File: src/source/img_preproc_pkg.sv
// Shared types for the raw image path; coordinates are 12 bits, so images are at most 4095 per side

package img_preproc_pkg;

    // Stream word width on the host side
    localparam int WORD_W = 32;

    // Pixel coordinate width, also the packed x and y field width
    localparam int COORD_W = 12;

    // Integer luma weights, they sum to 256 so the shift by 8 cannot overflow
    localparam int LUMA_R_WEIGHT = 77;
    localparam int LUMA_G_WEIGHT = 150;
    localparam int LUMA_B_WEIGHT = 29;

    // One host word, least significant byte first
    typedef logic [WORD_W-1:0] word_t;

    // Bytes left in the current image
    typedef logic [31:0] byte_count_t;

    // One bit per valid byte, always contiguous from bit 0
    typedef logic [3:0] strobe_t;

    typedef logic [COORD_W-1:0] coord_t;

    // Colour channel or luma value
    typedef logic [7:0] channel_t;

    // Decoder phases
    typedef enum logic [1:0] {
        HEADER,
        PIXELS,
        DRAIN
    } decode_state_t;

    // Framer to decoder word
    typedef struct packed {
        word_t   data;
        strobe_t strobe;
        logic    last;
    } payload_word_t;

    // Decoder to luma stage pixel
    typedef struct packed {
        channel_t r;
        channel_t g;
        channel_t b;
        coord_t   x;
        coord_t   y;
        logic     last;
    } rgb_pixel_t;

endpackage

File: src/source/stream_framer.sv
// Length word must lead each image; a zero length word while idle only pulses abort, no timeout
`timescale 1ns/1ps

module stream_framer
    import img_preproc_pkg::*;
(
    input  logic          clock,
    input  logic          reset,
    input  word_t         in_data_i,
    input  logic          in_valid_i,
    input  logic          payload_accept_i,
    output logic          payload_valid_o,
    output payload_word_t payload_o,
    output logic          abort_o,
    output logic          upstream_stall_o
);

    // Remaining payload bytes, zero means idle and waiting for a length word
    byte_count_t byte_count;
    logic        idle;
    logic        transfer;

    assign idle = (byte_count == '0);
    assign transfer = payload_valid_o && payload_accept_i;

    always_ff @(posedge clock) begin
        if (reset) begin
            byte_count <= '0;
        end else if (idle && in_valid_i) begin
            // Length word, a zero value leaves the framer idle
            byte_count <= in_data_i;
        end else if (transfer) begin
            // Full word or whatever is left of the image
            byte_count <= (byte_count >= 4) ? byte_count - 4 : '0;
        end
    end

    // Payload only flows between length word and end of image
    assign payload_valid_o = in_valid_i && !idle;
    assign payload_o.data = in_data_i;

    always_comb begin
        // All bytes valid unless the tail is shorter than a word
        payload_o.strobe = 4'b1111;
        case (byte_count)
            1: payload_o.strobe = 4'b0001;
            2: payload_o.strobe = 4'b0011;
            3: payload_o.strobe = 4'b0111;
            default: payload_o.strobe = 4'b1111;
        endcase
    end

    // Final word of the image
    assign payload_o.last = (byte_count <= 4);

    // Zero length word seen while idle
    assign abort_o = in_valid_i && idle && (in_data_i == '0);

    // Length word is always taken, payload waits on the decoder
    assign upstream_stall_o = idle ? 1'b0 : !payload_accept_i;

    // Host holds a refused word until it is taken
    assert property (@(posedge clock) disable iff (reset)
        in_valid_i && upstream_stall_o |=> in_valid_i && $stable(in_data_i));

endmodule

File: src/source/raw_image_decoder.sv
// Raw RGB payload only, 4-byte size header first; malformed headers are not flagged, just drained
`timescale 1ns/1ps

module raw_image_decoder
    import img_preproc_pkg::*;
(
    input  logic          clock,
    input  logic          reset,
    input  logic          payload_valid_i,
    input  payload_word_t payload_i,
    input  logic          abort_i,
    input  logic          pixel_ready_i,
    output logic          payload_accept_o,
    output logic          pixel_valid_o,
    output rgb_pixel_t    pixel_o
);

    // Word buffer, bytes leave from the bottom
    word_t         buf_data;
    strobe_t       buf_strobe;
    logic          buf_last;

    decode_state_t state;
    // Header byte index, or channel index while in pixels
    logic [1:0]    byte_idx;

    coord_t        width_q;
    coord_t        height_q;
    coord_t        x_q;
    coord_t        y_q;
    channel_t      red_q;
    channel_t      green_q;

    rgb_pixel_t    pixel_q;
    logic          pixel_valid_q;

    channel_t      cur_byte;
    coord_t        height_next;
    logic          pixel_hold;
    logic          consume;
    logic          end_of_stream;
    logic          pixel_fire;
    logic          row_end;
    logic          frame_end;

    // New word only into an empty buffer
    assign payload_accept_o = (buf_strobe == '0);

    // Registered pixel still waiting blocks byte flow
    assign pixel_hold = pixel_valid_q && !pixel_ready_i;
    assign consume = buf_strobe[0] && !pixel_hold;
    assign cur_byte = buf_data[7:0];

    // Final byte of the framer's last word
    assign end_of_stream = consume && buf_last && (buf_strobe[3:1] == '0);

    // Height as it will be once the last header byte lands
    assign height_next = {cur_byte[COORD_W-9:0], height_q[7:0]};

    assign pixel_fire = consume && (state == PIXELS) && (byte_idx == 2'd2);
    assign row_end = (x_q == width_q - coord_t'(1));
    assign frame_end = row_end && (y_q == height_q - coord_t'(1));

    always_ff @(posedge clock) begin
        if (reset || abort_i) begin
            buf_strobe <= '0;
        end else if (payload_valid_i && payload_accept_o) begin
            buf_strobe <= payload_i.strobe;
        end else if (consume) begin
            buf_strobe <= buf_strobe >> 1;
        end
    end

    always_ff @(posedge clock) begin
        if (payload_valid_i && payload_accept_o) begin
            buf_data <= payload_i.data;
            buf_last <= payload_i.last;
        end else if (consume) begin
            buf_data <= buf_data >> 8;
        end
    end

    // State, byte index and coordinates
    always_ff @(posedge clock) begin
        if (reset || abort_i) begin
            state <= HEADER;
            byte_idx <= '0;
        end else if (consume) begin
            byte_idx <= byte_idx + 2'd1;
            case (state)
                HEADER: begin
                    if (byte_idx == 2'd3) begin
                        byte_idx <= '0;
                        x_q <= '0;
                        y_q <= '0;
                        // Empty image has nothing to decode
                        state <= (width_q == '0 || height_next == '0) ? DRAIN : PIXELS;
                    end
                end
                PIXELS: begin
                    if (byte_idx == 2'd2) begin
                        byte_idx <= '0;
                        x_q <= row_end ? '0 : x_q + coord_t'(1);
                        if (row_end) begin
                            y_q <= y_q + coord_t'(1);
                        end
                        if (frame_end) begin
                            state <= DRAIN;
                        end
                    end
                end
                default: begin
                    // Padding, discarded
                    byte_idx <= '0;
                end
            endcase
            // End of payload always restarts on a new header
            if (end_of_stream) begin
                state <= HEADER;
                byte_idx <= '0;
            end
        end
    end

    // Header fields and colour bytes
    always_ff @(posedge clock) begin
        if (consume && state == HEADER) begin
            case (byte_idx)
                2'd0: width_q[7:0] <= cur_byte;
                2'd1: width_q[COORD_W-1:8] <= cur_byte[COORD_W-9:0];
                2'd2: height_q[7:0] <= cur_byte;
                default: height_q[COORD_W-1:8] <= cur_byte[COORD_W-9:0];
            endcase
        end
        if (consume && state == PIXELS && byte_idx == 2'd0) begin
            red_q <= cur_byte;
        end
        if (consume && state == PIXELS && byte_idx == 2'd1) begin
            green_q <= cur_byte;
        end
    end

    always_ff @(posedge clock) begin
        if (reset) begin
            pixel_valid_q <= 1'b0;
        end else if (pixel_fire) begin
            pixel_valid_q <= 1'b1;
        end else if (pixel_ready_i) begin
            pixel_valid_q <= 1'b0;
        end
    end

    // Pixel captured with the blue byte
    always_ff @(posedge clock) begin
        if (pixel_fire) begin
            pixel_q <= '{r: red_q, g: green_q, b: cur_byte, x: x_q, y: y_q, last: frame_end};
        end
    end

    assign pixel_valid_o = pixel_valid_q;
    assign pixel_o = pixel_q;

    // Held pixel stays put until the luma stage takes it
    assert property (@(posedge clock) disable iff (reset)
        pixel_valid_o && !pixel_ready_i |=> pixel_valid_o && $stable(pixel_o));

    // Coordinates inside the parsed frame
    assert property (@(posedge clock) disable iff (reset)
        state == PIXELS |-> x_q < width_q && y_q < height_q);

endmodule

File: src/source/luma_stage.sv
// Integer luma, weights 77/150/29 with a shift by 8; downstream stall freezes both registers
`timescale 1ns/1ps

module luma_stage
    import img_preproc_pkg::*;
(
    input  logic       clock,
    input  logic       reset,
    input  logic       pixel_valid_i,
    input  rgb_pixel_t pixel_i,
    input  logic       downstream_stall_i,
    output logic       pixel_ready_o,
    output word_t      out_data_o,
    output logic       out_valid_o,
    output logic       out_last_o
);

    // First register, weighted products
    logic        s1_valid;
    logic [15:0] s1_r_prod;
    logic [15:0] s1_g_prod;
    logic [15:0] s1_b_prod;
    coord_t      s1_x;
    coord_t      s1_y;
    logic        s1_last;

    // Second register, packed result
    logic        s2_valid;
    word_t       s2_data;
    logic        s2_last;

    // Weights sum to 256, so the sum fits 16 bits
    logic [15:0] luma_sum;
    channel_t    luma;

    // First register is free, or drains this cycle
    assign pixel_ready_o = !downstream_stall_i || !s1_valid;

    always_ff @(posedge clock) begin
        if (reset) begin
            s1_valid <= 1'b0;
        end else if (pixel_ready_o) begin
            s1_valid <= pixel_valid_i;
        end
    end

    always_ff @(posedge clock) begin
        if (pixel_ready_o && pixel_valid_i) begin
            s1_r_prod <= 16'(LUMA_R_WEIGHT * pixel_i.r);
            s1_g_prod <= 16'(LUMA_G_WEIGHT * pixel_i.g);
            s1_b_prod <= 16'(LUMA_B_WEIGHT * pixel_i.b);
            s1_x <= pixel_i.x;
            s1_y <= pixel_i.y;
            s1_last <= pixel_i.last;
        end
    end

    assign luma_sum = s1_r_prod + s1_g_prod + s1_b_prod;
    assign luma = luma_sum[15:8];

    always_ff @(posedge clock) begin
        if (reset) begin
            s2_valid <= 1'b0;
        end else if (!downstream_stall_i) begin
            s2_valid <= s1_valid;
        end
    end

    // Luma on top, then x, then y
    always_ff @(posedge clock) begin
        if (!downstream_stall_i && s1_valid) begin
            s2_data <= {luma, s1_x, s1_y};
            s2_last <= s1_last;
        end
    end

    assign out_valid_o = s2_valid;
    assign out_data_o = s2_data;
    assign out_last_o = s2_valid && s2_last;

    // Stalled result is held unchanged
    assert property (@(posedge clock) disable iff (reset)
        out_valid_o && downstream_stall_i |=> out_valid_o && $stable(out_data_o));

endmodule

File: src/source/img_preproc_top.sv
// Raw RGB stand-in for the JPEG core; output word is luma, x, y and has no debug fields
`timescale 1ns/1ps

module img_preproc_top
    import img_preproc_pkg::*;
(
    input  logic  clock,
    input  logic  reset,
    input  word_t in_data_i,
    input  logic  in_valid_i,
    input  logic  downstream_stall_i,
    output word_t out_data_o,
    output logic  out_valid_o,
    output logic  out_last_o,
    output logic  upstream_stall_o
);

    // Framer to decoder
    logic          payload_valid;
    logic          payload_accept;
    payload_word_t payload;
    logic          abort;

    // Decoder to luma stage
    logic          pixel_valid;
    logic          pixel_ready;
    rgb_pixel_t    pixel;

    stream_framer framer_i (
        .clock            (clock),
        .reset            (reset),
        .in_data_i        (in_data_i),
        .in_valid_i       (in_valid_i),
        .payload_accept_i (payload_accept),
        .payload_valid_o  (payload_valid),
        .payload_o        (payload),
        .abort_o          (abort),
        .upstream_stall_o (upstream_stall_o)
    );

    raw_image_decoder decoder_i (
        .clock            (clock),
        .reset            (reset),
        .payload_valid_i  (payload_valid),
        .payload_i        (payload),
        .abort_i          (abort),
        .pixel_ready_i    (pixel_ready),
        .payload_accept_o (payload_accept),
        .pixel_valid_o    (pixel_valid),
        .pixel_o          (pixel)
    );

    luma_stage luma_i (
        .clock              (clock),
        .reset              (reset),
        .pixel_valid_i      (pixel_valid),
        .pixel_i            (pixel),
        .downstream_stall_i (downstream_stall_i),
        .pixel_ready_o      (pixel_ready),
        .out_data_o         (out_data_o),
        .out_valid_o        (out_valid_o),
        .out_last_o         (out_last_o)
    );

endmodule

File: config.mk
export PLATFORM = sky130hd
export DESIGN_NAME = img_preproc_top
export DESIGN_NICKNAME = d
export VERILOG_FILES = /design/src/source/img_preproc_pkg.sv /design/src/source/stream_framer.sv /design/src/source/raw_image_decoder.sv /design/src/source/luma_stage.sv /design/src/source/img_preproc_top.sv
export SDC_FILE = /design/constraint.sdc
export NUM_CORES = 1
export LEC_CHECK = 0
export BUFFER_PORTS_ARGS = -buffer_cell sky130_fd_sc_hd__buf_2
export CAP_MARGIN = 20
export CORE_MARGIN = 4
export CORE_UTILIZATION = 50
export CTS_CLUSTER_DIAMETER = 30
export DETAILED_ROUTE_END_ITERATION = 16
export GPL_TIMING_DRIVEN = 0
export PLACE_DENSITY = 0.76
export SKIP_LAST_GASP = 1
export SLEW_MARGIN = 20
export SYNTH_ARGS = -nofsm -noshare
export SYNTH_HDL_FRONTEND = slang
export SYNTH_SLANG_ARGS = --single-unit
export TNS_END_PERCENT = 1
File: constraint.sdc
create_clock -name clock -period 20.8 [get_ports clock]
set_input_delay 3.12 -clock clock [delete_from_list [all_inputs] [get_ports clock]]
set_output_delay 3.12 -clock clock [all_outputs]
set_load 0.02 [all_outputs]
== After elaboration in Yosys (flattened, before gate mapping) ==
Cells that the tools add are included.

* Add/sub/neg operators: 8
* $mul: 3
* Magnitude comparators: 2
* Equality and inequality tests: 15
* Multiplexer cells: 28
* Bitwise gates (word level): 2
* Reductions and logical operators: 47

{| class="wikitable"
|+ Operators with widths
! cell !! number
|-
| 32-bit two-way mux || 5
|-
| 32-bit by 2-bit == test with 1-bit output, second input constant || 2
|-
| 32-bit logical NOT || 2
|-
| 12-bit two-way mux || 5
|-
| 12-bit case mux with 2 select lines || 2
|-
| 32-bit by 1-bit == test with 1-bit output, second input constant || 1
|-
| 32-bit by 3-bit >= comparator with 1-bit output, second input constant || 1
|-
| 32-bit by 3-bit <= comparator with 1-bit output, second input constant || 1
|-
| 32-bit by 3-bit subtractor with 32-bit output, second input constant || 1
|-
| 7-bit by 8-bit multiplier with 15-bit output, first input constant || 2
|-
| 12-bit by 1-bit adder with 12-bit output, second input constant || 2
|-
| 12-bit == test || 2
|-
| 12-bit logical NOT || 2
|-
| 12-bit by 1-bit subtractor with 12-bit output, second input constant || 2
|-
| 1-bit logical AND || 17
|-
| 15-bit by 16-bit adder with 16-bit output || 1
|-
| 16-bit by 13-bit adder with 16-bit output || 1
|-
| 2-bit two-way mux || 8
|-
| 5-bit by 8-bit multiplier with 13-bit output, first input constant || 1
|-
| 4-bit case mux with 3 select lines || 1
|-
| 5-bit AND reduction || 2
|-
| 3-bit by 1-bit != test with 1-bit output, second input constant || 3
|-
| 4-bit two-way mux || 2
|-
| 2-bit case mux with 2 select lines || 2
|-
| other kinds (16) || 37
|}

* Flip-flop bits (word level): 290
* Input bits: 36

== Logic depth before layout (Yosys ltp) ==
Gate-level depths: netlist (run 1).

* Depth after elaboration: 10
* Depth in mapped cells: 13
* Mapped depth without buffers: 13

== Cells and area by module ==
Synthesis (run 1) repeated with hierarchy kept, for this count alone.

* Cell total of the unflattened synthesis: 1281
* Area, all modules: 15736.3 sq um

{| class="wikitable"
|+ By module, submodules not included
! module !! times used !! cells an instance !! area each (sq um) !! seq. area each (sq um)
|-
| luma_stage || 1 || 500 || 6642.6 || 3072.9
|-
| raw_image_decoder || 1 || 456 || 6601.3 || 4564.4
|-
| stream_framer || 1 || 325 || 2492.4 || 640.6
|}

== Worst setup path before layout (run 1) ==
No wires, ideal clock.

* Path type: input to register
* Start: input downstream_stall_i
* End: register luma_i.s1_b_prod[0], enable pin
* Library setup time: 597 ps
* Arrival: 8075 ps
* Required time: 20203 ps
* Slack: 12127 ps
* Cell stages on the path: 1
* Cells stage by stage: a21boi_0

* Longest elaborated chain between the ends: 3

{| class="wikitable"
|+ Ends and longest elaborated chain
! what !! RTL line !! source
|-
| start, declared || img_preproc_top.sv:11 || <nowiki>input logic downstream_stall_i,</nowiki>
|-
| 1-bit logical NOT || -- ||
|-
| 1-bit logical OR || luma_stage.sv:37 || <nowiki>assign pixel_ready_o = !downstream_stall_i || !s1_valid;</nowiki>
|-
| 1-bit logical AND || luma_stage.sv:48 || <nowiki>if (pixel_ready_o && pixel_valid_i) begin</nowiki>
|-
| end signal, assigned || luma_stage.sv:51 || <nowiki>s1_b_prod <= 16'(LUMA_B_WEIGHT * pixel_i.b);</nowiki>
|-
| end, declared || luma_stage.sv:22 || <nowiki>logic [15:0] s1_b_prod;</nowiki>
|}

Every way passes these cells.
A chain may end at the register's enable or synchronous reset.

== Worst setup path in the final report (run 1) ==
* Start: register framer_i.byte_count[25]
* End: output upstream_stall_o

* Longest elaborated chain between the ends: 2

{| class="wikitable"
|+ Ends and longest elaborated chain
! what !! RTL line !! source
|-
| start, declared || stream_framer.sv:19 || <nowiki>byte_count_t byte_count;</nowiki>
|-
| start signal, assigned || stream_framer.sv:31 || <nowiki>byte_count <= in_data_i;</nowiki>
|-
| start signal, assigned || stream_framer.sv:34 || <nowiki>byte_count <= (byte_count >= 4) ? byte_count - 4 : '0;</nowiki>
|-
| 32-bit logical NOT || stream_framer.sv:23 || <nowiki>assign idle = (byte_count == '0);</nowiki>
|-
| 1-bit two-way mux || stream_framer.sv:60 || <nowiki>assign upstream_stall_o = idle ? 1'b0 : !payload_accept_i;</nowiki>
|-
| end, declared || img_preproc_top.sv:15 || <nowiki>output logic upstream_stall_o</nowiki>
|}

Every way passes these cells.

==> run summary, run 1 <==
Status: finished clean
Worst reg2reg setup slack: 16.72 ns
#FFs+latches synth: 290
Fmax: 0.152 GHz
CTS buffer count: 58
Initial antenna violation count: 0
Worst hold path type: register to register
Post-CTS setup buffer count: 0
Starting DRC count in detailed routing: 843
RSZ-0062 raised after global routing: false
DR DRC count: 0
Reg2reg start: decoder_i.width_q[0]$_DFFE_PP_
Min-Delay Endpoint: decoder_i.pixel_o[42]$_DFFE_PP_
Die Y: 182 um
Total wire length: 33,200 um
Port Buffers: 69
Type of the worst setup path: register to output port
Layout cells sized above 1: 13.6%
Hold path start: decoder_i.red_q[1]$_DFFE_PP_
Gr usage total: 20.2%
Register area: 0.00828 sq mm
Worst Skew: 0.0291 ns
HPWL Detailed: 23,200 um
TritonCTS clock tree: done
Cell variety after synth: 65
Gate Count Post-Synth: 1,258
Total gr overflow: 0
Synthesized net count: 1,457
Sequential area share after synthesis: 55.0%
Worst VDD drop: 97.9 uV
Post-route ant nets: 0
Crit start category: register
Mapped Area: 0.0151 sq mm
Die Wd: 182 um
Worst slew margin relative to its limit: 24.3%
Slowest cell on the critical path: nor4_4
Final hold vios: 0
Setup violators final: 0
CP max stage delay: 0.63 ns
CORE AREA: 0.0296 sq mm
First-pass GRT wire length: 54,100 um
Tcrit/Tclk final: 31.5%
Root buf cell: clkbuf_16
P&R area growth vs syn: 20.0%
Top-level I/O count: 71
# fillers: 2,307
Max-cap violation count: 0
Dpl ws: 14.48 ns
Post-synth ARST share: 0%
CTS sink count: 290
Pre-antenna DRT Iters: 7
Die ar.: 0.0330 sq mm
Initial core utilization: 50.8%
Wire per inst: 18.1 um
Top FF cell, synth: edfxtp_1
# resized after CTS: 0
Synth Warn #: 0
Slew Viols, Final: 0
Final worst slack: 14.24 ns
Vias in the first global route: 10,700
NumNets Final: 1,591
Pwr Total: 2200 uW
Pin count of the biggest net entering global routing: 37
Cts hold-fix bufs: 0
RD Place Congestion: 0.936
Fin Hold WS: 0.396 ns
Later-pin clock latency in the skew report: 0.57 ns
Clock buffer depth: 3
CP arrival: 3.44 ns
RR Endpoint: decoder_i.y_q[0]$_SDFFCE_PN0P_
CP Capture Type: output port
Detailed-route vias per instance: 5.62
Standard-cell row count: 63
Via count: 10,300
Hold Path Cell Cnt: 0
Layout Cells excl Fill: 1,831
CP Cell Sequence: or4_4 -> or4_1 -> nor4_4 -> clkbuf_1 -> nor2_1 -> buf_2
Required @ worst endpoint: 17.68 ns
Setup TNS: 0 ns
Pwr Density: 121 mW/mm^2
Worst-margin pin slew: 1.13 ns
CP max FO: 10
Clk pin slew, worst setup/hold paths: 0.05 ns
Antenna diodes: 0
Area of the multi-input gates: 0.00640 sq mm
FF-to-FF path depth: 9
P_leak: 0.00720 uW
H-Tree Depth: 2
Average size of a mapped cell: 12.0 sq um
EDFF count, synth: 247
Period minus WS final: 6.56 ns
Placed Cells incl. Taps: 1,722
==> critical path, delay by kind of cell, from the launching register on <==
family | cells | cell delay, ns
DFF | 1 | 0.35
buffers and inverters | 2 | 0.70
and+or+nand+nor | 4 | 1.81
==> metrics by stage <==
| step | cell area [sq um] | utilization (%) |
|---|---|---|
| after floorplan | 15100 | - |
| after global placement | 15900 | 53.6 |
| after detailed placement | 16000 | 54.1 |
| after CTS | 18100 | 61.0 |
| after global routing | 18100 | 61.0 |
| final | 18100 | 61.0 |
==> per-layer routing <==
metal  GRT usage [%]  up-vias  wire, um
met4            6.99        0       908
met2            34.7      376     16500
li1                -     4897         -
met1            25.7     4936     13600
met3            3.85       79      2200
met5               0        -         0
==> cells in the final DEF, fill, tap and decap left out, drive strengths merged, types with 9 or more instances in the layout <==
| cell type | Yosys | final |
|---|---|---|
| clkbuf | 24 | 86 |
| ha | 125 | 125 |
| fa | 38 | 38 |
| nor2 | 93 | 93 |
| nand4 | 15 | 15 |
| inv | 71 | 80 |
| xnor2 | 42 | 42 |
| and2 | 27 | 27 |
| xor2 | 43 | 43 |
| clkinvlp | 0 | 9 |
| a21oi | 60 | 60 |
| or4 | 9 | 9 |
| dfxtp | 43 | 43 |
| buf | 9 | 83 |
| nand3 | 24 | 24 |
| edfxtp | 247 | 247 |
| nor2b | 9 | 9 |
| clkinv | 0 | 21 |
| nand2 | 146 | 146 |
| o21ai | 43 | 43 |
| a22oi | 10 | 10 |
| nor4 | 22 | 22 |
| nor3 | 37 | 37 |
==> registers in the layout (all words and copies together), names as in the netlist, 4 cells and up <==
| register | flops |
|---|---|
| decoder_i.pixel_o | 49 |
| decoder_i.x_q | 12 |
| decoder_i.height_q | 12 |
| luma_i.s1_r_prod | 15 |
| decoder_i.buf_strobe | 4 |
| luma_i.out_data_o | 32 |
| framer_i.byte_count | 32 |
| decoder_i.red_q | 8 |
| decoder_i.green_q | 8 |
| luma_i.s1_b_prod | 13 |
| luma_i.s1_y | 12 |
| decoder_i.width_q | 12 |
| decoder_i.buf_data | 32 |
| luma_i.s1_x | 12 |
| luma_i.s1_g_prod | 15 |
| decoder_i.y_q | 12 |
==> where the power goes <==
group          total (uW)  internal (uW)  switching (uW)  leakage [uW]
clock                 932            618             314      0.000962
combinational         474            153             321       0.00349
sequential            789            731            58.3       0.00276
total                2200           1500             693       0.00720
==> cells in the mapped netlist, drive strengths merged, types with 7 or more instances <==
master  count  share of area (%)
a21o        7               0.35
a21oi      60                2.0
a22oi      10               0.50
and2       27                1.1
buf         9               0.34
clkbuf     24               0.60
dfxtp      43                5.7
edfxtp    247                 49
fa         38                5.1
ha        125                 10
inv        71                1.8
nand2     146                3.6
nand3      24               0.80
nand4      15               0.62
nor2       93                2.3
nor2b       9               0.37
nor3       37                1.2
nor4       22                1.0
o21a        7               0.35
o21ai      43                1.4
o21bai      7               0.35
o31ai       8               0.40
or4         9               0.47
xnor2      42                2.4
xor2       43                2.5
==> cell families after synthesis <==
logic type / Yosys count / share of synthesized area (%)
multiplexers: 6 / 0.415
buffers and inverters: 104 / 2.71
XOR/XNOR: 85 / 4.94
flip-flops: 290 / 55.0
adder cells (fa/ha/maj): 163 / 15.4
AND/OR/NAND/NOR: 413 / 13.0
AO/OA/AOI/OAI: 197 / 8.48
==> how the worst max path moves through the flow <==
stage,startpoint,slack (ns),to
detailed placement,downstream_stall_i,14.48,decoder_i.y_q[0]$_SDFFCE_PN0P_
CTS,framer_i.byte_count[25]$_SDFFE_PP0P_,14.29,upstream_stall_o
global route,framer_i.byte_count[8]$_SDFFE_PP0P_,14.10,upstream_stall_o
finish,framer_i.byte_count[25]$_SDFFE_PP0P_,14.24,upstream_stall_o
global placement,downstream_stall_i,9.87,luma_i.s1_g_prod[14]$_DFFE_PP_
floorplan,downstream_stall_i,12.13,luma_i.s1_b_prod[0]$_DFFE_PP_
==> cell type report <==
class,instances,area share [%]
multi-input cells,864,35.4
plain buffers,33,0.782
clock inverters,47,3.12
clock buffers,62,8.12
inverters,71,1.47
repair buffers,74,2.59
flip-flops and latches,290,45.8
well taps,390,2.70
Note: power is estimated with default switching activity, not from simulation.
==> inputs of run 2 (changes only) <==
==> constraint.sdc (replaced) <==
create_clock -name clock -period 6.1 [get_ports clock]
set_input_delay 0.915 -clock clock [delete_from_list [all_inputs] [get_ports clock]]
set_output_delay 0.915 -clock clock [all_outputs]
set_load 0.02 [all_outputs]
==> run 2 against run 1 <==
Against the previous run: final area fell by 0.28%; highest routed layer unchanged; largest power group unchanged; flip-flop and latch count did not move; wire length is 2.3% higher; sequential share of layout area grew 0.13 points; critical path depth is the same.
==> run summary, run 2 (synthesis gave the netlist of run 1 again) <==
Fmax: 0.229 GHz
CP max FO: 10
WP buf/inv: 2
FF-to-FF path depth: 11
CP Depth: 6
Fin util: 60.8%
Type of the worst setup path: register to output port
Worst reg2reg setup slack: 2.09 ns
Via count: 10,400
Required @ worst endpoint: 5.18 ns
Worst slew margin relative to its limit: 26.5%
Layout cells sized above 1: 13.6%
NumNets Final: 1,589
HPWL Detailed: 23,100 um
Total wire length: 33,900 um
Detailed-route vias per instance: 5.68
CP Capture Type: output port
H-Tree Depth: 2
Sequential power share: 36.1%
Pre-antenna DRT Iters: 5
Period minus WS final: 4.37 ns
Cts hold-fix bufs: 0
Die ar.: 0.0330 sq mm
Slew Viols, Final: 0
Clk pin slew, worst setup/hold paths: 0.06 ns
Setup TNS: 0 ns
Tcrit/Tclk final: 71.7%
Cell class contributing the biggest share of worst-path delay: simple AND/OR/NAND/NOR gates
Clock share of power: 42.0%
Post-route ant nets: 0
Vias in the first global route: 10,600
RD Place Congestion: 0.941
Root buf cell: clkbuf_16
Status: finished clean
Sw Ratio: 32.2%
Crit start category: register
CTS sink count: 290
Most common cell after layout, fill and taps aside: edfxtp_1
Internal power: 5060 uW
End of the critical path: upstream_stall_o
Area after DPL: 0.0160 sq mm
RSZ-0062 raised after global routing: false
CP Cell Sequence: or4_4 -> or4_1 -> nor4_4 -> clkbuf_1 -> nor2_1 -> buf_2
DR DRC count: 0
TritonCTS clock tree: done
Pwr Density: 414 mW/mm^2
Worst Skew: 0.0209 ns
# resized after CTS: 0
P&R area growth vs syn: 19.7%
Worst VDD drop: 351 uV
Worst Setup SP: framer_i.byte_count[25]$_SDFFE_PP0P_
Leading cell types in the layout, fill and taps excluded: edfxtp_1, nand2_1, ha_1
Worst hold path type: register to register
CP arrival: 3.46 ns
Initial antenna violation count: 0
Post-CTS setup buffer count: 0
Wire per inst: 18.5 um
Pin count of the biggest net entering global routing: 37
Setup violators final: 0
CTS buffer count: 56
Starting DRC count in detailed routing: 766
# fillers: 2,291
Worst-margin pin slew: 1.09 ns
Top-level I/O count: 71
CP max stage delay: 0.63 ns
Logic pwr share: 21.9%
Final hold vios: 0
Antenna diodes: 0
Later-pin clock latency in the skew report: 0.57 ns
Die Y: 182 um
CORE AREA: 0.0296 sq mm
Initial core utilization: 50.8%
P_leak: 0.00718 uW
Port Buffers: 69
Max reg flops: 49
RR Endpoint: luma_i.s1_r_prod[14]$_DFFE_PP_
Gr usage total: 20.3%
Slowest cell on the critical path: nor4_4
Reg2reg start: decoder_i.pixel_o[45]$_DFFE_PP_
Standard-cell row count: 63
Die Wd: 182 um
Total gr overflow: 0
Max-cap violation count: 0
Clock buffer depth: 3
First-pass GRT wire length: 54,000 um
Design area: 0.0180 sq mm
Sw Pwr: 2410 uW
-- run 2: cell types whose count changed in the layout (fill, tap and decap cells not counted), sizes merged --
| cell | before | now |
|---|---|---|
| bufinv | 8 | 7 |
| clkbuf | 86 | 84 |
| clkinv | 21 | 16 |
| clkinvlp | 9 | 11 |
| inv | 80 | 83 |
-- run 2: final cells by class --
class / count / area (sq um) / share of cell area (%)
buffer: 33 / 141 / 0.785
clock buffer: 60 / 1450 / 8.03
clock inverter: 46 / 531 / 2.94
inverter: 71 / 267 / 1.48
multi-input combinational: 864 / 6400 / 35.5
sequential: 290 / 8280 / 45.9
tap: 390 / 488 / 2.71
timing repair buffer: 74 / 468 / 2.60
-- run 2: routing by layer --
layer | GRT usage [%] | vias up | routed length (um)
met5 | 0 | - | 0
met4 | 7.51 | 0 | 1050
met2 | 35.1 | 383 | 16900
met3 | 4.51 | 92 | 2390
met1 | 25.0 | 5023 | 13600
li1 | - | 4893 | -
-- run 2: power groups by stage --
stage	combinational [uW]	clock, uW	sequential [uW]
2_1_floorplan	1160	0	2630
3_5_place_dp	1570	0	2730
6_report	1630	3140	2700
5_1_grt	1820	3290	2710
4_1_cts	1600	3180	2690
3_3_place_gp	1550	0	2720
-- run 2: worst min-delay path by stage --
stage / from / end / slack, ns / cells after the start
2_1_floorplan: decoder_i.green_q[0]$_DFFE_PP_ / decoder_i.pixel_o[33]$_DFFE_PP_ / 0.40 / 0
3_3_place_gp: decoder_i.pixel_o[11]$_DFFE_PP_ / luma_i.s1_y[10]$_DFFE_PP_ / 0.40 / 0
3_5_place_dp: luma_i.s1_x[2]$_DFFE_PP_ / luma_i.out_data_o[14]$_DFFE_PP_ / 0.40 / 0
4_1_cts: luma_i.s1_x[10]$_DFFE_PP_ / luma_i.out_data_o[22]$_DFFE_PP_ / 0.40 / 0
5_1_grt: luma_i.s1_x[10]$_DFFE_PP_ / luma_i.out_data_o[22]$_DFFE_PP_ / 0.40 / 0
6_report: luma_i.s1_x[10]$_DFFE_PP_ / luma_i.out_data_o[22]$_DFFE_PP_ / 0.40 / 0
-- run 2: stage by stage --
stage	total power, uW	setup slack (ns)	hold slack, ns	instances
6_report	7470	1.73	0.400	1828
5_1_grt	7820	1.59	0.401	1828
4_1_cts	7480	1.78	0.400	1828
3_5_place_dp	4300	1.92	0.405	1722
3_3_place_gp	4270	-0.0510	0.400	1717
2_1_floorplan	3790	1.43	0.400	1258
